===== config.mk =====
export PLATFORM = sky130hd
export DESIGN_NAME = csr_top
export DESIGN_NICKNAME = d
export VERILOG_FILES = /design/src/verilog/csr_pkg.sv /design/src/verilog/csr_decode.sv /design/src/verilog/csr_read_modify.sv /design/src/verilog/csr_machine_regs.sv /design/src/verilog/csr_fp_regs.sv /design/src/verilog/csr_top.sv
export VERILOG_INCLUDE_DIRS = /design/src /design/src/verilog
export SDC_FILE = /design/constraint.sdc
export NUM_CORES = 1
export LEC_CHECK = 0
export CORE_MARGIN = 2
export CORE_UTILIZATION = 56
export DETAILED_ROUTE_END_ITERATION = 7
export DONT_BUFFER_PORTS = 1
export MAX_ROUTING_LAYER = met4
export PLACE_DENSITY = 0.74
export RECOVER_POWER = 100
export SLEW_MARGIN = 10
export SYNTH_ARGS = -nofsm -noshare
export SYNTH_HDL_FRONTEND = slang
export SYNTH_SLANG_ARGS = --single-unit

===== constraint.sdc =====
create_clock -name clk -period 3 [get_ports clk]
set_clock_uncertainty 0.1 [all_clocks]
set_input_delay 0.3 -clock clk [delete_from_list [all_inputs] [get_ports clk]]
set_output_delay 0.3 -clock clk [all_outputs]
set_load 0.03 [all_outputs]

===== src/verilog/csr_consts.svh =====
// Shared constants for the machine-mode CSR file
// CSR addresses, select codes, mstatus fields, funct3 codes, privilege codes
// Include wherever these names are used

`ifndef CSR_CONSTS_SVH
`define CSR_CONSTS_SVH

`define XLEN 32

// ==============================
// CSR addresses
`define CSR_MSTATUS   12'h300
`define CSR_MISA      12'h301
`define CSR_MTVEC     12'h305
`define CSR_MSCRATCH  12'h340
`define CSR_MEPC      12'h341
`define CSR_MCAUSE    12'h342
`define CSR_MTVAL     12'h343
`define CSR_MVENDORID 12'hF11
`define CSR_MARCHID   12'hF12
`define CSR_MIMPID    12'hF13
`define CSR_MHARTID   12'hF14
`define CSR_FFLAGS    12'h001
`define CSR_FRM       12'h002
`define CSR_FCSR      12'h003

// ==============================
// Register select codes
`define SEL_NONE      5'd0   // No such CSR
`define SEL_MSTATUS   5'd1
`define SEL_MISA      5'd2
`define SEL_MTVEC     5'd3
`define SEL_MSCRATCH  5'd4
`define SEL_MEPC      5'd5
`define SEL_MCAUSE    5'd6
`define SEL_MTVAL     5'd7
`define SEL_MVENDORID 5'd8
`define SEL_MARCHID   5'd9
`define SEL_MIMPID    5'd10
`define SEL_MHARTID   5'd11
`define SEL_FFLAGS    5'd12
`define SEL_FRM       5'd13
`define SEL_FCSR      5'd14

// mstatus fields kept
`define MSTATUS_MIE_BIT  3
`define MSTATUS_MPIE_BIT 7
`define MSTATUS_MPP_LSB  11
`define MSTATUS_MPP_MSB  12

// funct3 of the CSR instructions
`define CSR_RW  3'b001
`define CSR_RS  3'b010
`define CSR_RC  3'b011
`define CSR_RWI 3'b101
`define CSR_RSI 3'b110
`define CSR_RCI 3'b111

`define PRIV_U 2'b00
`define PRIV_M 2'b11

`define MISA_VALUE   32'h4000_1129   // RV32 IMAFD
`define MIMPID_VALUE 32'h0000_0001

`endif


===== src/verilog/csr_pkg.sv =====
// Vector types shared by the CSR RTL and its testbench
// Import with a wildcard in the module header

`include "csr_consts.svh"

package csr_pkg;

  typedef logic [`XLEN-1:0] xlen_t;     // Data word, register value or PC
  typedef logic [11:0]      csr_addr_t; // CSR address
  typedef logic [2:0]       csr_op_t;   // funct3 of the CSR instruction

  // 00 U, 01 S, 11 M
  typedef logic [1:0]       priv_t;

  typedef logic [4:0]       cause_t;    // Exception cause code

  // NV DZ OF UF NX, MSB first
  typedef logic [4:0]       fflags_t;
  typedef logic [2:0]       frm_t;      // Rounding mode

  // Index of the implemented CSR, SEL_ codes
  typedef logic [4:0]       csr_sel_t;

endpackage


===== src/verilog/csr_decode.sv =====
// CSR address decoder
// Maps the address to a register select and checks existence, privilege
// and read-only rules; a write is enabled only for a legal access

`timescale 1ns/1ps

`include "csr_consts.svh"

module csr_decode import csr_pkg::*; (
  input  csr_addr_t csr_addr,
  input  logic      csr_access,    // CSR instruction active
  input  logic      csr_we,        // Instruction writes the CSR
  input  priv_t     current_priv,
  output csr_sel_t  csr_sel,
  output logic      illegal_csr,
  output logic      write_ok       // Write enable after the checks
);

  logic csr_exists;
  logic priv_ok;
  logic read_only;
  logic access_legal;

  // ==============================
  // Address to select code
  always_comb begin
    case (csr_addr)
      `CSR_MSTATUS:   csr_sel = `SEL_MSTATUS;
      `CSR_MISA:      csr_sel = `SEL_MISA;
      `CSR_MTVEC:     csr_sel = `SEL_MTVEC;
      `CSR_MSCRATCH:  csr_sel = `SEL_MSCRATCH;
      `CSR_MEPC:      csr_sel = `SEL_MEPC;
      `CSR_MCAUSE:    csr_sel = `SEL_MCAUSE;
      `CSR_MTVAL:     csr_sel = `SEL_MTVAL;
      `CSR_MVENDORID: csr_sel = `SEL_MVENDORID;
      `CSR_MARCHID:   csr_sel = `SEL_MARCHID;
      `CSR_MIMPID:    csr_sel = `SEL_MIMPID;
      `CSR_MHARTID:   csr_sel = `SEL_MHARTID;
      `CSR_FFLAGS:    csr_sel = `SEL_FFLAGS;
      `CSR_FRM:       csr_sel = `SEL_FRM;
      `CSR_FCSR:      csr_sel = `SEL_FCSR;
      default:        csr_sel = `SEL_NONE;    // Unimplemented address
    endcase
  end

  // ==============================
  // Legality
  assign csr_exists = (csr_sel != `SEL_NONE);

  // Address bits 9:8 hold the lowest privilege allowed
  assign priv_ok = (current_priv >= csr_addr[9:8]);

  // Top bits 11 mark read-only space; misa is hardwired here too
  assign read_only = (csr_addr[11:10] == 2'b11) ||
                     (csr_sel == `SEL_MISA)     ||
                     (csr_sel == `SEL_MVENDORID) ||
                     (csr_sel == `SEL_MARCHID)  ||
                     (csr_sel == `SEL_MIMPID)   ||
                     (csr_sel == `SEL_MHARTID);

  // Read-only only matters when writing
  assign access_legal = csr_exists && priv_ok && !(csr_we && read_only);

  assign illegal_csr = csr_access && !access_legal;
  assign write_ok    = csr_we && access_legal;   // Illegal access never writes

endmodule


===== src/verilog/csr_read_modify.sv =====
// CSR read mux and read-modify-write datapath
// Picks the addressed register value, then applies the write, set or
// clear operation of funct3 to form the value stored on a write

`timescale 1ns/1ps

`include "csr_consts.svh"

module csr_read_modify import csr_pkg::*; (
  input  csr_sel_t csr_sel,
  input  csr_op_t  csr_op,
  input  xlen_t    csr_wdata,     // rs1 value or zero-extended uimm
  input  xlen_t    mstatus_val,
  input  xlen_t    mtvec_val,
  input  xlen_t    mscratch_val,
  input  xlen_t    mepc_val,
  input  xlen_t    mcause_val,
  input  xlen_t    mtval_val,
  input  fflags_t  fflags_val,    // Already includes same-cycle FPU flags
  input  frm_t     frm_val,
  output xlen_t    csr_rdata,
  output xlen_t    write_value
);

  // ==============================
  // Read mux
  always_comb begin
    case (csr_sel)
      `SEL_MSTATUS:   csr_rdata = mstatus_val;
      `SEL_MISA:      csr_rdata = `MISA_VALUE;
      `SEL_MTVEC:     csr_rdata = mtvec_val;
      `SEL_MSCRATCH:  csr_rdata = mscratch_val;
      `SEL_MEPC:      csr_rdata = mepc_val;
      `SEL_MCAUSE:    csr_rdata = mcause_val;
      `SEL_MTVAL:     csr_rdata = mtval_val;
      `SEL_MVENDORID: csr_rdata = '0;   // Non-commercial
      `SEL_MARCHID:   csr_rdata = '0;
      `SEL_MIMPID:    csr_rdata = `MIMPID_VALUE;
      `SEL_MHARTID:   csr_rdata = '0;   // Single hart
      `SEL_FFLAGS:    csr_rdata = {{(`XLEN-5){1'b0}}, fflags_val};
      `SEL_FRM:       csr_rdata = {{(`XLEN-3){1'b0}}, frm_val};
      `SEL_FCSR:      csr_rdata = {{(`XLEN-8){1'b0}}, frm_val, fflags_val};
      default:        csr_rdata = '0;
    endcase
  end

  // ==============================
  // Modify step
  // Register and immediate forms differ only in where csr_wdata comes from
  always_comb begin
    case (csr_op)
      `CSR_RW, `CSR_RWI: write_value = csr_wdata;
      `CSR_RS, `CSR_RSI: write_value = csr_rdata | csr_wdata;    // Set bits
      `CSR_RC, `CSR_RCI: write_value = csr_rdata & ~csr_wdata;   // Clear bits
      default:           write_value = csr_rdata;                // Leave unchanged
    endcase
  end

endmodule


===== src/verilog/csr_machine_regs.sv =====
// Machine trap registers and mstatus
// Handles trap entry, MRET and CSR writes; priority is trap entry,
// then MRET, then a CSR write in the same cycle

`timescale 1ns/1ps

`include "csr_consts.svh"

module csr_machine_regs import csr_pkg::*; (
  input  logic     clk,
  input  logic     reset_n,
  input  csr_sel_t csr_sel,
  input  logic     write_ok,
  input  xlen_t    write_value,
  input  priv_t    current_priv,   // Saved into MPP on a trap
  input  logic     trap_entry,     // One-cycle pulse
  input  xlen_t    trap_pc,
  input  cause_t   trap_cause,
  input  xlen_t    trap_val,
  input  logic     mret,
  output xlen_t    mstatus_val,
  output xlen_t    mtvec_val,
  output xlen_t    mscratch_val,
  output xlen_t    mepc_val,
  output xlen_t    mcause_val,
  output xlen_t    mtval_val
);

  // mstatus kept as its three live fields
  logic  mie_q;
  logic  mpie_q;
  priv_t mpp_q;

  xlen_t mtvec_q;
  xlen_t mscratch_q;
  xlen_t mepc_q;
  xlen_t mcause_q;
  xlen_t mtval_q;

  // ==============================
  // Register update
  always_ff @(posedge clk or negedge reset_n) begin
    if (!reset_n) begin
      mie_q      <= 1'b0;
      mpie_q     <= 1'b0;
      mpp_q      <= `PRIV_M;     // Come out of reset in M
      mtvec_q    <= '0;
      mscratch_q <= '0;
      mepc_q     <= '0;
      mcause_q   <= '0;
      mtval_q    <= '0;
    end else if (trap_entry) begin
      // Every trap lands in M
      mepc_q   <= {trap_pc[`XLEN-1:1], 1'b0};
      mcause_q <= {{(`XLEN-5){1'b0}}, trap_cause};
      mtval_q  <= trap_val;
      mpie_q   <= mie_q;         // Stack the enable
      mie_q    <= 1'b0;
      mpp_q    <= current_priv;
    end else if (mret) begin
      mie_q  <= mpie_q;          // Pop the enable
      mpie_q <= 1'b1;
      mpp_q  <= `PRIV_U;         // U is implemented
    end else if (write_ok) begin
      case (csr_sel)
        `SEL_MSTATUS: begin
          mie_q  <= write_value[`MSTATUS_MIE_BIT];
          mpie_q <= write_value[`MSTATUS_MPIE_BIT];
          mpp_q  <= write_value[`MSTATUS_MPP_MSB:`MSTATUS_MPP_LSB];
        end
        `SEL_MTVEC:    mtvec_q    <= {write_value[`XLEN-1:2], 2'b00}; // 4-byte aligned
        `SEL_MSCRATCH: mscratch_q <= write_value;
        `SEL_MEPC:     mepc_q     <= {write_value[`XLEN-1:1], 1'b0};  // 2-byte aligned
        `SEL_MCAUSE:   mcause_q   <= write_value;
        `SEL_MTVAL:    mtval_q    <= write_value;
        default: begin
          // FP and read-only selects are not held here
        end
      endcase
    end
  end

  // ==============================
  // Rebuild mstatus, all other bits read zero
  always_comb begin
    mstatus_val = '0;
    mstatus_val[`MSTATUS_MIE_BIT]  = mie_q;
    mstatus_val[`MSTATUS_MPIE_BIT] = mpie_q;
    mstatus_val[`MSTATUS_MPP_MSB:`MSTATUS_MPP_LSB] = mpp_q;
  end

  assign mtvec_val    = mtvec_q;      // Direct mode only
  assign mscratch_val = mscratch_q;
  assign mepc_val     = mepc_q;
  assign mcause_val   = mcause_q;
  assign mtval_val    = mtval_q;

endmodule


===== src/verilog/csr_fp_regs.sv =====
// Floating-point CSRs fflags and frm
// Flags are sticky and accumulate by OR from the FPU; a CSR write to
// fflags or fcsr replaces the accumulation in that cycle

`timescale 1ns/1ps

`include "csr_consts.svh"

module csr_fp_regs import csr_pkg::*; (
  input  logic     clk,
  input  logic     reset_n,
  input  csr_sel_t csr_sel,
  input  logic     write_ok,
  input  xlen_t    write_value,
  input  logic     fflags_we,     // FPU retiring with flags
  input  fflags_t  fflags_in,
  output fflags_t  fflags_val,    // Stored flags plus same-cycle FPU flags
  output frm_t     frm_val,
  output fflags_t  fflags_out     // Stored flags only
);

  fflags_t fflags_q;
  frm_t    frm_q;
  logic    flags_write;

  assign flags_write = write_ok && ((csr_sel == `SEL_FFLAGS) || (csr_sel == `SEL_FCSR));

  always_ff @(posedge clk or negedge reset_n) begin
    if (!reset_n) begin
      fflags_q <= '0;
      frm_q    <= '0;            // RNE
    end else begin
      if (flags_write) begin
        fflags_q <= write_value[4:0];
      end else if (fflags_we) begin
        fflags_q <= fflags_q | fflags_in;   // Sticky
      end
      if (write_ok && (csr_sel == `SEL_FRM)) begin
        frm_q <= write_value[2:0];
      end else if (write_ok && (csr_sel == `SEL_FCSR)) begin
        frm_q <= write_value[7:5];          // fcsr bits 7:5
      end
    end
  end

  // Forward so a same-cycle read or set/clear sees the new flags
  assign fflags_val = fflags_we ? (fflags_q | fflags_in) : fflags_q;
  assign frm_val    = frm_q;
  assign fflags_out = fflags_q;

endmodule


===== src/verilog/csr_top.sv =====
// Machine-mode CSR file of the RV32 core
// Reads and the illegal flag are combinational; writes, trap entry and
// MRET take effect on the next rising edge

`timescale 1ns/1ps

`include "csr_consts.svh"

module csr_top import csr_pkg::*; (
  input  logic      clk,
  input  logic      reset_n,
  // CSR instruction
  input  logic      csr_access,
  input  logic      csr_we,
  input  csr_addr_t csr_addr,
  input  csr_op_t   csr_op,
  input  xlen_t     csr_wdata,
  input  priv_t     current_priv,
  output xlen_t     csr_rdata,
  output logic      illegal_csr,
  // Traps
  input  logic      trap_entry,
  input  xlen_t     trap_pc,
  input  cause_t    trap_cause,
  input  xlen_t     trap_val,
  input  logic      mret,
  output xlen_t     trap_vector,
  output xlen_t     mepc_out,
  output priv_t     mpp_out,
  output logic      mstatus_mie,
  // FPU side
  input  logic      fflags_we,
  input  fflags_t   fflags_in,
  output frm_t      frm_out,
  output fflags_t   fflags_out
);

  csr_sel_t csr_sel;
  logic     write_ok;
  xlen_t    write_value;

  xlen_t    mstatus_val;
  xlen_t    mtvec_val;
  xlen_t    mscratch_val;
  xlen_t    mepc_val;
  xlen_t    mcause_val;
  xlen_t    mtval_val;
  fflags_t  fflags_val;
  frm_t     frm_val;

  // ==============================
  // Datapath
  csr_decode csr_decode_i (
    .csr_addr     (csr_addr),
    .csr_access   (csr_access),
    .csr_we       (csr_we),
    .current_priv (current_priv),
    .csr_sel      (csr_sel),
    .illegal_csr  (illegal_csr),
    .write_ok     (write_ok)
  );

  csr_read_modify csr_read_modify_i (
    .csr_sel      (csr_sel),
    .csr_op       (csr_op),
    .csr_wdata    (csr_wdata),
    .mstatus_val  (mstatus_val),
    .mtvec_val    (mtvec_val),
    .mscratch_val (mscratch_val),
    .mepc_val     (mepc_val),
    .mcause_val   (mcause_val),
    .mtval_val    (mtval_val),
    .fflags_val   (fflags_val),
    .frm_val      (frm_val),
    .csr_rdata    (csr_rdata),
    .write_value  (write_value)
  );

  csr_machine_regs csr_machine_regs_i (
    .clk          (clk),
    .reset_n      (reset_n),
    .csr_sel      (csr_sel),
    .write_ok     (write_ok),
    .write_value  (write_value),
    .current_priv (current_priv),
    .trap_entry   (trap_entry),
    .trap_pc      (trap_pc),
    .trap_cause   (trap_cause),
    .trap_val     (trap_val),
    .mret         (mret),
    .mstatus_val  (mstatus_val),
    .mtvec_val    (mtvec_val),
    .mscratch_val (mscratch_val),
    .mepc_val     (mepc_val),
    .mcause_val   (mcause_val),
    .mtval_val    (mtval_val)
  );

  csr_fp_regs csr_fp_regs_i (
    .clk         (clk),
    .reset_n     (reset_n),
    .csr_sel     (csr_sel),
    .write_ok    (write_ok),
    .write_value (write_value),
    .fflags_we   (fflags_we),
    .fflags_in   (fflags_in),
    .fflags_val  (fflags_val),
    .frm_val     (frm_val),
    .fflags_out  (fflags_out)
  );

  // Status taps for the pipeline
  assign trap_vector = mtvec_val;   // No delegation, all traps to mtvec
  assign mepc_out    = mepc_val;
  assign mpp_out     = mstatus_val[`MSTATUS_MPP_MSB:`MSTATUS_MPP_LSB];
  assign mstatus_mie = mstatus_val[`MSTATUS_MIE_BIT];
  assign frm_out     = frm_val;

endmodule


==> reports/metrics.csv <==
metric;value;unit
status;finished, violations left;
violations;hold timing;
synth_mux_area_frac;0.0732;
worst_pin_slew;1040;ps
dr.first_iter.drc_count;1071;
slew_viol_final;0;
fin_tns_setup;0;ps
worst_hold_slack;-549;ps
ant_nets;0;
synth.distinct_cells;76;
grt_setup_unrepaired;no;
synthXorXnorAreaFrac;0.00275;
cts_made_buffers;17;
period_needed;2940;ps
synth_edf_count;0;
vdd_drop_max;353;uV
drv_cap;0;
clkSinkCount;169;
synthAdderAreaFrac;0.00262;
placed_area;10600;sq um
diodes;0;
first_pass_iters;8;
p_per_area;459;nW/um^2
ff2ff_path_depth;9;
clockPowerShare;0.429;
synth-compound-area-share;0.250;
ctsRootBufferMaster;clkbuf_16;
reg2reg_slack;240;ps
synth_simple_gate_area_frac;0.183;
wl_per_cell;24.0;um
min_path_type;in -> async;
endpoint;csr_rdata[3];
htree_levels;4;
synth_top_family_by_area;compound AO/OA/AOI/OAI gates;
gp_congestion;1.03;
grt_max_degree;170;
worstPathRequired;2600;ps
fp.dieW;135;um
portBuffers;0;
yosys_warnings;0;
slew_headroom;0.307;
ys.flop_type;dfrtp_1;
die_h;135;um
r2r_start;csr_machine_regs_i.mtval_val[2]$_DFFE_PN0P_;
drive_above_1_share;0.119;
cts_tree;done;
worst_r2r_endpoint;csr_machine_regs_i.mepc_val[2]$_DFFE_PN0P_;
syn_area;9570;sq um
hold_viol_final;169;
core_area;16600;sq um
grt_first_pass_wirelength;52.8;mm
drc_errors;0;
syn2layout_area_growth;20.6;%
cts_setup_buffers;0;
worstPathMaxFanout;17;
start_util;0.575;
crit_arrival;2540;ps
dieArea;18100;sq um
finalSetupViolCount;0;
syn_area_per_cell;8.88;sq um
via_per_inst;6.67;
path_class;in -> out;
critPathLaunch;csr_addr[11];
ios;238;
grt_pass1_vias;9416;
switching_power;0.00146;W
netlist_instances;1078;
finalWirelength;34.1;mm
grtUsageTotal;0.391;
fin_nets;1323;
internal_power;0.00384;W
p_comb_frac;0.096;
clk_pin_slew_worst_paths;70;ps
grt_remaining_overflow;0;
holdBufCountCts;77;
async_flop_share;1.00;
fin_area;11500;sq um
cts_buffer_depth;2;
stdcell_count;1424;
synth_seq_cells;169;
start_kind;input pin;
clock_latency;440;ps
period_share;0.979;
leakage;5.03;nW
antenna_found_initial;0;
p_sw_frac;0.275;
dpl.hpwl;22.4;mm
fmax;0.341;GHz
ys_seq_area_frac;0.442;
dr_total_vias;9502;
cp-end-kind;primary output;
seq_power_share;0.474;
rows;47;
dp.cells;1315;
-- logic make-up (layout without fill, tap and decap cells) --
kind of cell / after synthesis / count (layout)
DFF: 169 / 169
AOI/OAI and AO/OA: 362 / 362
buffers and inverters: 105 / 229
xor gates and xnor gates: 3 / 3
adders and majority gates: 2 / 2
muxes: 58 / 58
other: 1 / 3
and+or+nand+nor: 378 / 378
-- metrics by stage --
| step | utilization | setup slack [ps] | total power [W] |
|---|---|---|---|
| floorplan | - | 22.5 | 0.00286 |
| global placement | 0.634 | -54.0 | 0.00295 |
| detailed placement | 0.634 | -107 | 0.00296 |
| CTS | 0.717 | 66.0 | 0.00533 |
| global route | 0.693 | 2.81 | 0.00545 |
| finish | 0.693 | 63.2 | 0.00530 |
-- layer usage --
layer | global-route usage | wire (um) | up-vias
li1 | - | - | 4177
met5 | - | 0 | -
met3 | 0.0863 | 3720 | 140
met2 | 0.602 | 15600 | 651
met1 | 0.481 | 13000 | 4534
met4 | 0.211 | 1820 | 0
-- final cells by class --
| class | count | area, sq um |
|---|---|---|
| clock buffers | 19 | 433 |
| fillers | 1346 | 5100 |
| inverters | 19 | 71.3 |
| flip-flops and latches | 169 | 4230 |
| repair buffers | 178 | 1500 |
| well taps | 220 | 275 |
| clock inverters | 13 | 164 |
| multi-input cells | 806 | 4860 |
-- power groups by stage --
stage               clock network (W)  logic (W)  registers [W]
finish                        0.00228   0.000509        0.00251
global route                  0.00238   0.000552        0.00252
CTS                           0.00230   0.000518        0.00251
detailed placement                  0   0.000408        0.00256
global placement                    0   0.000399        0.00255
floorplan                           0   0.000319        0.00254
-- state kept, by name (all words and copies together) (netlist names) --
register	count
csr_fp_regs_i.fflags_out	5
csr_machine_regs_i.mtvec_val	30
csr_machine_regs_i.mscratch_val	32
csr_machine_regs_i.mpp_q	2
csr_machine_regs_i.mpie_q	1
csr_machine_regs_i.mepc_val	31
csr_machine_regs_i.mtval_val	32
csr_fp_regs_i.frm_val	3
csr_machine_regs_i.mie_q	1
csr_machine_regs_i.mcause_val	32
-- synthesized netlist by cell type, drive strengths merged (7+ instances only) --
library cell  number  area, sq um
a21oi             49          245
a222oi            13          130
a22o              16          140
a22oi             52          390
and3              13         81.3
buf               27          149
clkbuf            59          221
dfrtp            167         4180
inv               19         71.3
mux2              30          420
mux2i             28          280
nand2            233          877
nand3              9         45.0
nand4             13         81.3
nor2              39          149
nor3              16         90.1
nor4              12          103
o2111ai           11         96.3
o211a              8         80.1
o211ai            15          113
o21ai            144          721
or2                7         46.3
-- worst max-delay path, cell delays in order --
cell,delay [ps]
or4_1,590
buf_12,200
nor4_1,640
buf_4,220
a22oi_1,60
o311ai_1,180
buf_4,190
buf_4,150
-- worst min-delay path by stage --
stage	from	endpoint	slack [ps]	cells after the start
after floorplan	reset_n	csr_fp_regs_i.fflags_out[0]$_DFF_PN0_	-100	0
after global placement	reset_n	csr_machine_regs_i.mtval_val[11]$_DFFE_PN0P_	-90	0
after detailed placement	reset_n	csr_machine_regs_i.mcause_val[0]$_DFFE_PN0P_	-90	0
after CTS	reset_n	csr_machine_regs_i.mepc_val[16]$_DFFE_PN0P_	-560	0
after global routing	reset_n	csr_machine_regs_i.mcause_val[0]$_DFFE_PN0P_	-560	0
final	reset_n	csr_machine_regs_i.mcause_val[0]$_DFFE_PN0P_	-550	0
-- layout by cell type (no fill, tap or decap), drive strengths merged, types with 4 or more instances in the layout --
cell type and n:
a221oi 6, nand2 233, dlygate4sd3 76, o21a 4
o211ai 15, a211oi 5, a22oi 52, o211a 8
mux2 30, a222oi 13, nand4 13, nor3 16
nor3b 6, a2bb2oi 4, o21ai 144, nor2 39
buf 55, or2 7, nor4 12, o2111ai 11
dfrtp 167, a22o 16, or3b 4, nand3 9
nand2b 6, clkbuf 63, mux2i 28, clkinv 6
a21oi 49, inv 23, and3 13
-- what timing repair did --
item | 4_1_cts | 5_1_grt
endpoints found under the hold margin | 247 | 169
setup endpoints to repair | 0 | 1
gates resized for setup | 0 | 1
No activity file was read; power rests on OpenSTA's default activity.
